--- config.mk ---
export PLATFORM = sky130hd
export DESIGN_NAME = div_pipe_top
export DESIGN_NICKNAME = d
export VERILOG_FILES = /design/src/design/div_ctrl_pkg.sv /design/src/design/div_types_pkg.sv /design/src/design/div_nonrestoring_array.sv /design/src/design/div_operand_prep.sv /design/src/design/div_pipe_top.sv /design/src/design/div_result_fix.sv /design/src/design/div_stage.sv
export VERILOG_INCLUDE_DIRS = /design/src /design/src/design
export SDC_FILE = /design/constraint.sdc
export NUM_CORES = 1
export LEC_CHECK = 0
export BUFFER_PORTS_ARGS = -buffer_cell sky130_fd_sc_hd__buf_2
export CAP_MARGIN = 10
export CORE_MARGIN = 10
export CORE_UTILIZATION = 65
export CTS_BUF_LIST = sky130_fd_sc_hd__clkbuf_2 sky130_fd_sc_hd__clkbuf_4 sky130_fd_sc_hd__clkbuf_8
export DETAILED_ROUTE_END_ITERATION = 8
export GPL_TIMING_DRIVEN = 0
export PLACE_DENSITY = 0.91
export REMOVE_ABC_BUFFERS = 1
export SETUP_SLACK_MARGIN = 0.05
export SYNTH_ARGS = -nofsm -noshare
export SYNTH_HDL_FRONTEND = slang
export SYNTH_SLANG_ARGS = --single-unit
--- constraint.sdc ---
create_clock -name i_div_a_clk_p -period 3.71 [get_ports i_div_a_clk_p]
set_input_delay 0.371 -clock i_div_a_clk_p [delete_from_list [all_inputs] [get_ports i_div_a_clk_p]]
set_output_delay 0.371 -clock i_div_a_clk_p [all_outputs]
set_load 0.1 [all_outputs]
--- src/design/div_cfg.svh ---
`ifndef DIV_CFG_SVH
`define DIV_CFG_SVH

////////////////////////////////////////////////////////////
// Operand widths
////////////////////////////////////////////////////////////

`define DIV_DVD_W  8  // Dividend width
`define DIV_DVR_W  8  // Divisor width
`define DIV_FRAC_W 8  // Fraction bits of the quotient

////////////////////////////////////////////////////////////
// Derived widths
////////////////////////////////////////////////////////////

// One quotient bit per pipeline stage, so this is also the stage count
`define DIV_RES_W  (`DIV_DVD_W + `DIV_FRAC_W)
`define DIV_REM_W  (`DIV_DVR_W + 1)  // Extra bit holds the remainder sign

`endif

--- src/design/div_ctrl_pkg.sv ---
`include "div_cfg.svh"

package div_ctrl_pkg;

  typedef enum logic {
    DIV_OP_UNSIGNED = 1'b0,  // Operands are plain magnitudes
    DIV_OP_SIGNED   = 1'b1   // Operands are two's complement
  } div_op_e;

  // Non-restoring step, picked from the incoming remainder sign
  typedef enum logic {
    STEP_SUB = 1'b0,  // Remainder non-negative
    STEP_ADD = 1'b1   // Remainder negative, restore by adding
  } div_step_e;

endpackage : div_ctrl_pkg

--- src/design/div_types_pkg.sv ---
`include "div_cfg.svh"

package div_types_pkg;

  ////////////////////////////////////////////////////////////
  // Operand types
  ////////////////////////////////////////////////////////////

  typedef logic [`DIV_DVD_W-1:0] dvd_t;  // Dividend, raw or magnitude
  typedef logic [`DIV_DVR_W-1:0] dvr_t;  // Divisor, raw or magnitude

  ////////////////////////////////////////////////////////////
  // Array types
  ////////////////////////////////////////////////////////////

  // Dividend magnitude with fraction zeros below, consumed MSB first
  typedef logic [`DIV_RES_W-1:0] num_t;

  // Partial remainder, may go negative between steps
  typedef logic signed [`DIV_REM_W-1:0] rem_t;

  typedef logic [`DIV_RES_W-1:0] quo_t;  // Quotient, 8 fraction bits

endpackage : div_types_pkg

--- src/design/div_nonrestoring_array.sv ---
`timescale 1ns/10ps
`include "div_cfg.svh"

module div_nonrestoring_array
  import div_types_pkg::*;
(
  input  logic i_div_a_clk_p,  // Rising edge clock
  input  logic q_div_s_rst_p,  // Sync reset, active high
  input  logic i_vld,          // Strobe from operand prep
  input  num_t i_num,          // Scaled dividend magnitude
  input  dvr_t i_dvr,          // Divisor magnitude
  input  logic i_neg,          // Result sign
  output logic o_vld,          // Strobe after the last stage
  output quo_t o_quo,          // Quotient magnitude
  output logic o_neg           // Sign aligned with o_quo
);

  localparam int STAGES = `DIV_RES_W;  // One quotient bit per stage

  ////////////////////////////////////////////////////////////
  // Inter-stage links, index i feeds stage i
  ////////////////////////////////////////////////////////////

  logic vld_s [0:STAGES];
  rem_t rem_s [0:STAGES];
  num_t num_s [0:STAGES];
  dvr_t dvr_s [0:STAGES];
  logic neg_s [0:STAGES];
  quo_t quo_s [0:STAGES];

  assign vld_s[0] = i_vld;
  assign rem_s[0] = '0;  // First step always subtracts
  assign num_s[0] = i_num;
  assign dvr_s[0] = i_dvr;
  assign neg_s[0] = i_neg;
  assign quo_s[0] = '0;  // Empty quotient

  ////////////////////////////////////////////////////////////
  // Stage chain
  ////////////////////////////////////////////////////////////

  for (genvar i = 0; i < STAGES; i++) begin : g_stage
    div_stage u_stage (
      .i_div_a_clk_p (i_div_a_clk_p),
      .q_div_s_rst_p (q_div_s_rst_p),
      .i_vld         (vld_s[i]),
      .i_rem         (rem_s[i]),
      .i_num         (num_s[i]),
      .i_dvr         (dvr_s[i]),
      .i_neg         (neg_s[i]),
      .i_quo         (quo_s[i]),
      .o_vld         (vld_s[i+1]),
      .o_rem         (rem_s[i+1]),  // Last one is the final remainder, not needed
      .o_num         (num_s[i+1]),
      .o_dvr         (dvr_s[i+1]),
      .o_neg         (neg_s[i+1]),
      .o_quo         (quo_s[i+1])
    );
  end : g_stage

  assign o_vld = vld_s[STAGES];
  assign o_quo = quo_s[STAGES];
  assign o_neg = neg_s[STAGES];

endmodule : div_nonrestoring_array

--- src/design/div_operand_prep.sv ---
`timescale 1ns/10ps

module div_operand_prep
  import div_types_pkg::*;
  import div_ctrl_pkg::*;
(
  input  logic    i_div_a_clk_p,  // Rising edge clock
  input  logic    q_div_s_rst_p,  // Sync reset, active high
  input  logic    i_vld,          // Operand strobe
  input  div_op_e i_op,           // Signed or unsigned
  input  dvd_t    i_dvd,          // Raw dividend
  input  dvr_t    i_dvr,          // Raw divisor
  output logic    o_vld,          // Strobe, one cycle later
  output num_t    o_num,          // Dividend magnitude, fraction appended
  output dvr_t    o_dvr,          // Divisor magnitude
  output logic    o_neg           // Result must be negated
);

  logic is_signed;  // Sign bits only count in signed mode
  logic dvd_sgn;
  logic dvr_sgn;
  dvd_t dvd_mag;
  dvr_t dvr_mag;

  assign is_signed = (i_op == DIV_OP_SIGNED);
  assign dvd_sgn   = is_signed & i_dvd[$high(i_dvd)];  // Negative dividend
  assign dvr_sgn   = is_signed & i_dvr[$high(i_dvr)];  // Negative divisor

  // -128 maps onto 128, which still fits the unsigned magnitude
  assign dvd_mag = dvd_sgn ? dvd_t'(~i_dvd + 1'b1) : i_dvd;
  assign dvr_mag = dvr_sgn ? dvr_t'(~i_dvr + 1'b1) : i_dvr;

  always_ff @(posedge i_div_a_clk_p) begin
    if (q_div_s_rst_p) begin
      o_vld <= 1'b0;  // Drop anything in flight
    end else begin
      o_vld <= i_vld;
    end
  end

  always_ff @(posedge i_div_a_clk_p) begin
    o_num <= num_t'(dvd_mag) << ($bits(num_t) - $bits(dvd_t));  // Scale by 2^FRAC
    o_dvr <= dvr_mag;
    o_neg <= dvd_sgn ^ dvr_sgn;  // Exactly one operand negative
  end

endmodule : div_operand_prep

--- src/design/div_pipe_top.sv ---
`timescale 1ns/10ps

module div_pipe_top
  import div_types_pkg::*;
  import div_ctrl_pkg::*;
(
  input  logic    i_div_a_clk_p,  // Rising edge clock
  input  logic    q_div_s_rst_p,  // Sync reset, active high
  input  logic    i_vld,          // Operand strobe, any cycle
  input  div_op_e i_op,           // Per transaction signedness
  input  dvd_t    i_dvd,          // Dividend
  input  dvr_t    i_dvr,          // Divisor
  output logic    o_res_vld,      // Strobe, 18 cycles after i_vld
  output quo_t    o_res           // Quotient, 8 fraction bits
);

  ////////////////////////////////////////////////////////////
  // Prep to array
  ////////////////////////////////////////////////////////////

  logic prep_vld;
  num_t prep_num;
  dvr_t prep_dvr;
  logic prep_neg;

  ////////////////////////////////////////////////////////////
  // Array to fix
  ////////////////////////////////////////////////////////////

  logic arr_vld;
  quo_t arr_quo;
  logic arr_neg;

  div_operand_prep u_prep (
    .i_div_a_clk_p (i_div_a_clk_p),
    .q_div_s_rst_p (q_div_s_rst_p),
    .i_vld         (i_vld),
    .i_op          (i_op),
    .i_dvd         (i_dvd),
    .i_dvr         (i_dvr),
    .o_vld         (prep_vld),
    .o_num         (prep_num),
    .o_dvr         (prep_dvr),
    .o_neg         (prep_neg)
  );

  div_nonrestoring_array u_array (
    .i_div_a_clk_p (i_div_a_clk_p),
    .q_div_s_rst_p (q_div_s_rst_p),
    .i_vld         (prep_vld),
    .i_num         (prep_num),
    .i_dvr         (prep_dvr),
    .i_neg         (prep_neg),
    .o_vld         (arr_vld),
    .o_quo         (arr_quo),
    .o_neg         (arr_neg)
  );

  div_result_fix u_fix (
    .i_div_a_clk_p (i_div_a_clk_p),
    .q_div_s_rst_p (q_div_s_rst_p),
    .i_vld         (arr_vld),
    .i_quo         (arr_quo),
    .i_neg         (arr_neg),
    .o_res_vld     (o_res_vld),
    .o_res         (o_res)
  );

endmodule : div_pipe_top

--- src/design/div_result_fix.sv ---
`timescale 1ns/10ps

module div_result_fix
  import div_types_pkg::*;
(
  input  logic i_div_a_clk_p,  // Rising edge clock
  input  logic q_div_s_rst_p,  // Sync reset, active high
  input  logic i_vld,          // Strobe from the array
  input  quo_t i_quo,          // Quotient magnitude
  input  logic i_neg,          // Negate the result
  output logic o_res_vld,      // Result strobe
  output quo_t o_res           // Final quotient, modulo 2^16
);

  quo_t res_nxt;

  // Two's complement, so a saturated FFFF becomes 0001
  assign res_nxt = i_neg ? quo_t'(~i_quo + 1'b1) : i_quo;

  always_ff @(posedge i_div_a_clk_p) begin
    if (q_div_s_rst_p) begin
      o_res_vld <= 1'b0;
    end else begin
      o_res_vld <= i_vld;
    end
  end

  always_ff @(posedge i_div_a_clk_p) begin
    o_res <= res_nxt;  // Only meaningful with o_res_vld
  end

endmodule : div_result_fix

--- src/design/div_stage.sv ---
`timescale 1ns/10ps

module div_stage
  import div_types_pkg::*;
  import div_ctrl_pkg::*;
(
  input  logic i_div_a_clk_p,  // Rising edge clock
  input  logic q_div_s_rst_p,  // Sync reset, active high
  input  logic i_vld,          // Valid from previous stage
  input  rem_t i_rem,          // Partial remainder
  input  num_t i_num,          // Numerator bits still to consume
  input  dvr_t i_dvr,          // Divisor magnitude
  input  logic i_neg,          // Result sign, carried along
  input  quo_t i_quo,          // Quotient bits so far
  output logic o_vld,
  output rem_t o_rem,
  output num_t o_num,
  output dvr_t o_dvr,
  output logic o_neg,
  output quo_t o_quo
);

  div_step_e step;
  rem_t      rem_sh;   // Remainder with next numerator bit shifted in
  rem_t      dvr_ext;  // Divisor widened to remainder width
  rem_t      rem_nxt;
  logic      dvr_zero;
  logic      quo_bit;

  assign step    = i_rem[$high(i_rem)] ? STEP_ADD : STEP_SUB;  // Negative remainder adds
  assign rem_sh  = {i_rem[$high(i_rem)-1:0], i_num[$high(i_num)]};
  assign dvr_ext = {1'b0, i_dvr};
  // Shifted value may wrap, the sum lands back in range
  assign rem_nxt = (step == STEP_ADD) ? rem_sh + dvr_ext : rem_sh - dvr_ext;

  // Zero divisor saturates the quotient to all ones
  assign dvr_zero = (i_dvr == '0);
  assign quo_bit  = ~rem_nxt[$high(rem_nxt)] | dvr_zero;  // One when remainder >= 0

  always_ff @(posedge i_div_a_clk_p) begin
    if (q_div_s_rst_p) begin
      o_vld <= 1'b0;
    end else begin
      o_vld <= i_vld;
    end
  end

  always_ff @(posedge i_div_a_clk_p) begin
    o_rem <= rem_nxt;
    o_num <= num_t'(i_num << 1);  // Next bit to the top
    o_dvr <= i_dvr;
    o_neg <= i_neg;
    o_quo <= {i_quo[$high(i_quo)-1:0], quo_bit};  // MSB first
  end

endmodule : div_stage

Word-level counts from Yosys, hierarchy flattened
Index checks and enable logic that the tools add are counted.
W data, S select, Z words.
{"block": "totals", "regBits": 486, "elab_cells": 212}
{"block": "op_classes", "addsub": 34, "muxes": 33, "bitwise_logic": 38, "n_reduce_logical": 16}
{"op": "$add A9 B9 Y9", "count": 15}
{"op": "$mux W9", "count": 15}
{"op": "$sub A9 B9 Y9", "count": 15}
{"op": "$logic_not A8 Y1", "count": 16}
{"op": "$add A16 B1 Y16 const B", "count": 1}
{"op": "$add A8 B1 Y8 const B", "count": 2}
{"op": "$mux W16", "count": 1}
{"op": "$mux W8", "count": 2}
{"op": "$not A1 Y1", "count": 16}
{"op": "$not A16 Y16", "count": 1}
{"op": "$not A8 Y8", "count": 2}
{"op": "$or A1 B1 Y1", "count": 16}
{"op": "$mux W1", "count": 15}
{"op": "$sub A1 B8 Y9", "count": 1}
{"op": "$and A1 B1 Y1", "count": 2}
{"op": "$xor A1 B1 Y1", "count": 1}

Logic depth before layout (Yosys ltp)
{"block": "logic_depth", "ltp_word": 4, "depth_mapped": 11}

Cells and area by module
From an unflattened synthesis, not the netlist that was laid out.
{"block": "hier_totals", "cells_unflattened": 2023, "area_unflattened_um2": 25734.7}
{"mod": "div_stage (u_array.g_stage[12].u_stage ...)", "n_inst": 9, "cells_each": 118, "area_each_um2": 1515.2, "seq_area_each_um2": 1001.0}
{"mod": "div_stage (u_array.g_stage[0].u_stage ...)", "n_inst": 6, "cells_each": 117, "area_each_um2": 1525.2, "seq_area_each_um2": 1001.0}
{"mod": "div_stage (u_array.g_stage[15].u_stage)", "n_inst": 1, "cells_each": 120, "area_each_um2": 1532.7, "seq_area_each_um2": 1001.0}
{"mod": "div_operand_prep", "n_inst": 1, "cells_each": 74, "area_each_um2": 738.2, "seq_area_each_um2": 360.3}
{"mod": "div_result_fix", "n_inst": 1, "cells_each": 64, "area_each_um2": 671.9, "seq_area_each_um2": 340.3}
{"mod": "div_nonrestoring_array", "n_inst": 1, "cells_each": 1, "area_each_um2": 3.8, "seq_area_each_um2": 0.0}

Worst setup path after synthesis
OpenSTA, ideal clock, no wires.
{"block": "synth_path", "kind": "flip-flop to flip-flop", "startpoint": "register u_array.g_stage[1].u_stage.o_dvr[0]", "endpoint": "register u_array.g_stage[2].u_stage.o_quo[0]", "setup_time_ps": 123, "arrival_ps": 2521, "t_required_ps": 3587, "setup_slack_ps": 1066, "stages_incl_launch_ff": 10, "n_path_buf": 0, "synth_period_minus_slack_ps": 2644, "cell_sequence": "dfxtp_1 inv_1 ha_1 mux2_2 fa_1 a211oi_1 o21ai_0 a31oi_1 xnor3_1 or2_2"}
{"block": "synth_via", "elab_chain_cells": 4, "elab_cells_between_ends": 6, "classes_between": "add/sub (2); mux (1); bitwise (2); reduce/logical (1)"}
{"element": "from (decl)", "line": "div_stage.sv:18", "rtl": "output dvr_t o_dvr,"}
{"element": "from (signal assigned)", "line": "div_stage.sv:51", "rtl": "o_dvr <= i_dvr;"}
{"element": "$sub A9 B9 Y9 or $add A9 B9 Y9 (tied branches)", "line": "div_stage.sv:34", "rtl": "assign rem_nxt = (step == STEP_ADD) ? rem_sh + dvr_ext : rem_sh - dvr_ext;"}
{"element": "$mux W9", "line": "div_stage.sv:34"}
{"element": "$not A1 Y1", "line": "div_stage.sv:38", "rtl": "assign quo_bit = ~rem_nxt[$high(rem_nxt)] | dvr_zero;"}
{"element": "$or A1 B1 Y1 (*)", "line": "div_stage.sv:38"}
{"element": "named net u_array.g_stage[2].u_stage.quo_bit", "line": "div_stage.sv:28", "rtl": "logic quo_bit;"}
{"element": "to (signal assigned)", "line": "div_stage.sv:53", "rtl": "o_quo <= {i_quo[$high(i_quo)-1:0], quo_bit};"}
{"element": "to (decl)", "line": "div_stage.sv:20", "rtl": "output quo_t o_quo"}
Mark *: on every way through the listed nets, which the timed path passes. The rest lies on a longest branch.
A chain may end at the register's enable or synchronous reset.

Worst setup path after layout
{"block": "layout_path", "startpoint": "register u_array.g_stage[6].u_stage.o_dvr[3]", "endpoint": "register u_array.g_stage[7].u_stage.o_quo[0]"}
{"block": "layout_via", "elab_chain_cells": 4, "elab_cells_between_ends": 6, "classes_between": "add/sub (2); mux (1); bitwise (2); reduce/logical (1)"}
{"element": "from (decl)", "line": "div_stage.sv:18"}
{"element": "from (signal assigned)", "line": "div_stage.sv:51"}
{"element": "$sub A9 B9 Y9 or $add A9 B9 Y9 (tied branches)", "line": "div_stage.sv:34"}
{"element": "$mux W9", "line": "div_stage.sv:34"}
{"element": "$not A1 Y1", "line": "div_stage.sv:38"}
{"element": "$or A1 B1 Y1 (*)", "line": "div_stage.sv:38"}
{"element": "named net u_array.g_stage[7].u_stage.quo_bit", "line": "div_stage.sv:28"}
{"element": "to (signal assigned)", "line": "div_stage.sv:53"}
{"element": "to (decl)", "line": "div_stage.sv:20"}
Marked as above.

==> PnR_summary.wiki <==
{| class="wikitable"
! Metric !! Value
|-
| Kind of start point of the critical path || flop
|-
| Number of flops mapped to enable cells by yosys || 0
|-
| Multiplexer share of the synthesized area || 0.01015
|-
| Unrepaired setup endpoints after global routing || no
|-
| Clock root cell || sky130_fd_sc_hd__clkbuf_8
|-
| Pin count of the biggest net entering global routing || 19
|-
| Switching pwr || 8015 uW
|-
| Count of filler cells inserted in the layout || 1742
|-
| Int Pwr || 13560 uW
|-
| Post-Synthesis Cells || 1761
|-
| Fraction of the mapped netlist area in adder cells || 0.1380
|-
| Power density relative to cell area || 1015 nW/um2
|-
| Routability congestion estimate || 0.9032
|-
| Actual slew at the worst max-slew pin || 0.6278 ns
|-
| Category of the most critical setup path || flop to flop
|-
| Syn_area_per_cell || 10.71 um2
|-
| Worst-skew pair later-pin latency || 0.61 ns
|-
| Switching Fraction || 0.3714
|-
| Commonest register cell after synthesis || sky130_fd_sc_hd__dfxtp_1
|-
| Cell chain of the critical path || nor2_1, nor4b_1, nor2_1, xor2_1, ha_1, nor3_1, o21ai_0, a31oi_1, xnor3_1, or2_2
|-
| Aggregate global-route resource usage || 0.2028
|-
| Critical Path Sink Type || flop
|-
| Congestion Overflow GR || 0
|-
| Wire length of the first global-routing pass || 62080 um
|-
| Proportion of netlist area held by the largest area contributor || 0.5084
|-
| Largest family of logic cells by synthesized area || adder cells
|-
| Antenna cells || 0
|-
| Die span in y || 190.3 um
|-
| Hold Crit Class || input port to flop
|-
| Final setup skew || 0.03734 ns
|-
| Standard cell with the maximum stage delay on the critical path || sky130_fd_sc_hd__nor4b_1
|-
| Final Util || 0.7406
|-
| Total Nets Final || 2081
|-
| Per-cell routed wire length || 16.11 um
|-
| Yosys synthesis warning count || 0
|-
| Number of clock sinks || 479
|-
| Number of global-route vias before repair || 13370
|-
| Relative slew margins || 0.5809
|-
| Initial antenna violation count || 0
|-
| Number of max-capacitance violations reported || 0
|-
| Commonest cells after routing, fill and taps aside || 479 x sky130_fd_sc_hd__dfxtp_1, 184 x sky130_fd_sc_hd__ha_1, 145 x sky130_fd_sc_hd__inv_1
|-
| Kind of cell adding the most delay to the critical path || simple AND/OR/NAND/NOR gates
|-
| Fmax || 0.3098 GHz
|-
| Setup-failing EPs final || 0
|-
| Via-to-Cell Ratio || 5.563
|-
| Delay of the slowest critical-path stage || 0.52 ns
|-
| Final hold vios || 0
|-
| Area of the placeable core || 28700 um2
|-
| Fraction of final layout cells sized beyond drive strength 1 || 0.1027
|-
| Clk network pwr share || 0.224
|-
| Area growth from synthesis to layout || 12.70%
|-
| Share of synthesized cell area in and, or, nand and nor gates || 0.09573
|-
| Die area || 36230 um2
|-
| Final std cell area, no fill || 21260 um2
|-
| Sequential group share of total power || 0.370
|-
| Final total negative setup slack || 0 ns
|-
| Iteration-0 DRC count of the detailed router || 760
|-
| Required time at the endpoint of the critical path || 4.19 ns
|-
| Leading cell types by total area after synthesis || sky130_fd_sc_hd__dfxtp_1 51%, sky130_fd_sc_hd__ha_1 12%, sky130_fd_sc_hd__xnor2_1 4.8%
|-
| Starting Density || 0.6571
|-
| CP arrival || 3.70 ns
|-
| Clock transition at path regs || 0.07 ns
|-
| Complex-gate fraction of the synthesized area || 0.1225
|-
| Footprint of the flip-flops and latches || 9589 um2
|-
| DP Wirelength || 23980 um
|-
| Leak pwr || 0.009517 uW
|-
| Top-level port count || 37
|-
| Final critical-path share of the clock period || 0.8700
|-
| Share of synthesized flip-flops with an asynchronous set or reset || 0
|-
| # rows || 62
|-
| Residual DRC count || 0
|-
| CTS H-tree depth || 3
|-
| Clock tree from TritonCTS || built
|-
| Outcome || complete, no violations
|-
| Post-synthesis register bit count || 479
|-
| Area used by multi-input combinational logic || 8635 um2
|-
| Buffers inserted during post-CTS setup optimization || 0
|-
| Cell Area, Synth || 18860 um2
|-
| Final Max Slew Viols || 0
|-
| Number of iterations in the first detailed-routing pass || 7
|-
| Library cell with the largest summed area after synthesis || sky130_fd_sc_hd__dfxtp_1
|-
| Vias || 12810
|-
| Width of the chip || 190.3 um
|-
| Most frequent cell on the critical path || sky130_fd_sc_hd__nor2_1
|-
| Seq/Total Area, Yosys || 0.5084
|-
| Port Buffers || 36
|-
| Maximum fanout encountered on the critical timing path || 4
|-
| Combinational fraction of design power || 0.407
|-
| Area share of xor/xnor cells in the synthesized design || 0.09148
|-
| Synth unique cells || 69
|-
| Area of placed instances || 19430 um2
|-
| Leading cell type in the layout, fill and taps excluded || sky130_fd_sc_hd__dfxtp_1
|-
| IR Drop Worst-Case VDD || 0.5342 mV
|-
| Wirelength, routed || 37080 um
|-
| Buffers from clock root to sink, at most || 3
|-
| Time the worst path needs with I/O delays and setup || 3.228 ns
|-
| Count of placed standard cells in the final layout, fillers left out || 2302
|-
| Number of nets still failing antenna checks after routing || 0
|-
| Inserted Clock Buffers || 72
|-
| Number of buffer and inverter instances along the worst setup path || 0
|-
| Count of placed standard cells including taps || 2158
|}
==> registers in the layout, indices dropped and copies added, names as in the netlist <==
register                       count
u_array.g_stage.u_stage.o_dvr    120
u_array.g_stage.u_stage.o_neg     16
u_array.g_stage.u_stage.o_num     28
u_array.g_stage.u_stage.o_quo    136
u_array.g_stage.u_stage.o_rem    128
u_array.g_stage.u_stage.o_vld     16
u_fix.o_res                       16
u_fix.o_res_vld                    1
u_prep.o_dvr                       8
u_prep.o_neg                       1
u_prep.o_num                       8
u_prep.o_vld                       1
==> power by group through the flow <==
| stage | clock [uW] | combinational [uW] | sequential (uW) |
|---|---|---|---|
| floorplan | 0 | 6270 | 8330 |
| global placement | 0 | 8000 | 7970 |
| detailed placement | 0 | 8350 | 8030 |
| CTS | 4910 | 8660 | 7960 |
| global route | 5120 | 9610 | 8150 |
| finish | 4830 | 8780 | 7980 |
==> final cells by class <==
class	instances	area share
sequential	479	0.4511
multi-input combinational	1114	0.4062
clock buffer	108	0.06610
inverter	145	0.02560
tap	384	0.02260
timing repair buffer	50	0.01507
clock inverter	22	0.01330
==> routing by layer <==
metal	track usage	vias up	routed length, um
met3	0.03877	126	1799
li1	-	6216	-
met2	0.3654	440	18820
met1	0.2264	6024	15220
met4	0.09328	0	1250
met5	0	-	0
==> synthesized netlist by cell type (32+ instances only) <==
cell type / count
sky130_fd_sc_hd__dfxtp_1: 479
sky130_fd_sc_hd__ha_1: 184
sky130_fd_sc_hd__inv_1: 145
sky130_fd_sc_hd__a21oi_1: 115
sky130_fd_sc_hd__nor2_1: 108
sky130_fd_sc_hd__xnor2_1: 104
sky130_fd_sc_hd__o21ai_0: 75
sky130_fd_sc_hd__xor2_1: 75
sky130_fd_sc_hd__nor3_1: 45
sky130_fd_sc_hd__nand2_1: 37
sky130_fd_sc_hd__nor2b_1: 37
sky130_fd_sc_hd__nand2b_1: 32
sky130_fd_sc_hd__o21bai_1: 32
==> logic make-up (layout without fill, tap and decap cells) <==
logic type	count (synthesis)	after routing
mux	18	18
buf+inv	168	325
compound gates	360	360
xor+xnor	186	186
flops	479	479
simple gates	351	351
fa+ha+maj	199	199
==> path summary, 6_finish.rpt <==
kind | start | end | slack (ns) | cells past startpoint
setup / recovery | u_array.g_stage[6].u_stage.o_dvr[3] | u_array.g_stage[7].u_stage.o_quo[0] | 0.48 | 10
hold / removal | i_dvd[1] | u_prep.o_num[9] | 0.04 | 2
hold reg to reg | u_array.g_stage[4].u_stage.o_neg | u_array.g_stage[5].u_stage.o_neg | 0.30 | 0
setup reg to reg | u_array.g_stage[6].u_stage.o_dvr[3] | u_array.g_stage[7].u_stage.o_quo[0] | 0.48 | 10
==> stage by stage <==
| step | worst slack [ns] | total power, uW | hold WS, ns |
|---|---|---|---|
| after CTS | 0.5606 | 21530 | 0.005175 |
| after detailed placement | 0.7033 | 16380 | 0.3121 |
| after global routing | 0.3639 | 22880 | 0.03778 |
| final | 0.4824 | 21580 | 0.03792 |
| after global placement | 0.7554 | 15970 | 0.3100 |
| after floorplan | 1.066 | 14610 | 0.3096 |
==> timing repair <==
item | 4_1_cts | 5_1_grt
hold buffers | 14 | 0
resized for setup | 0 | 0
hold endpoints to repair | 15 | 0
(Power assumes the default switching activity.)
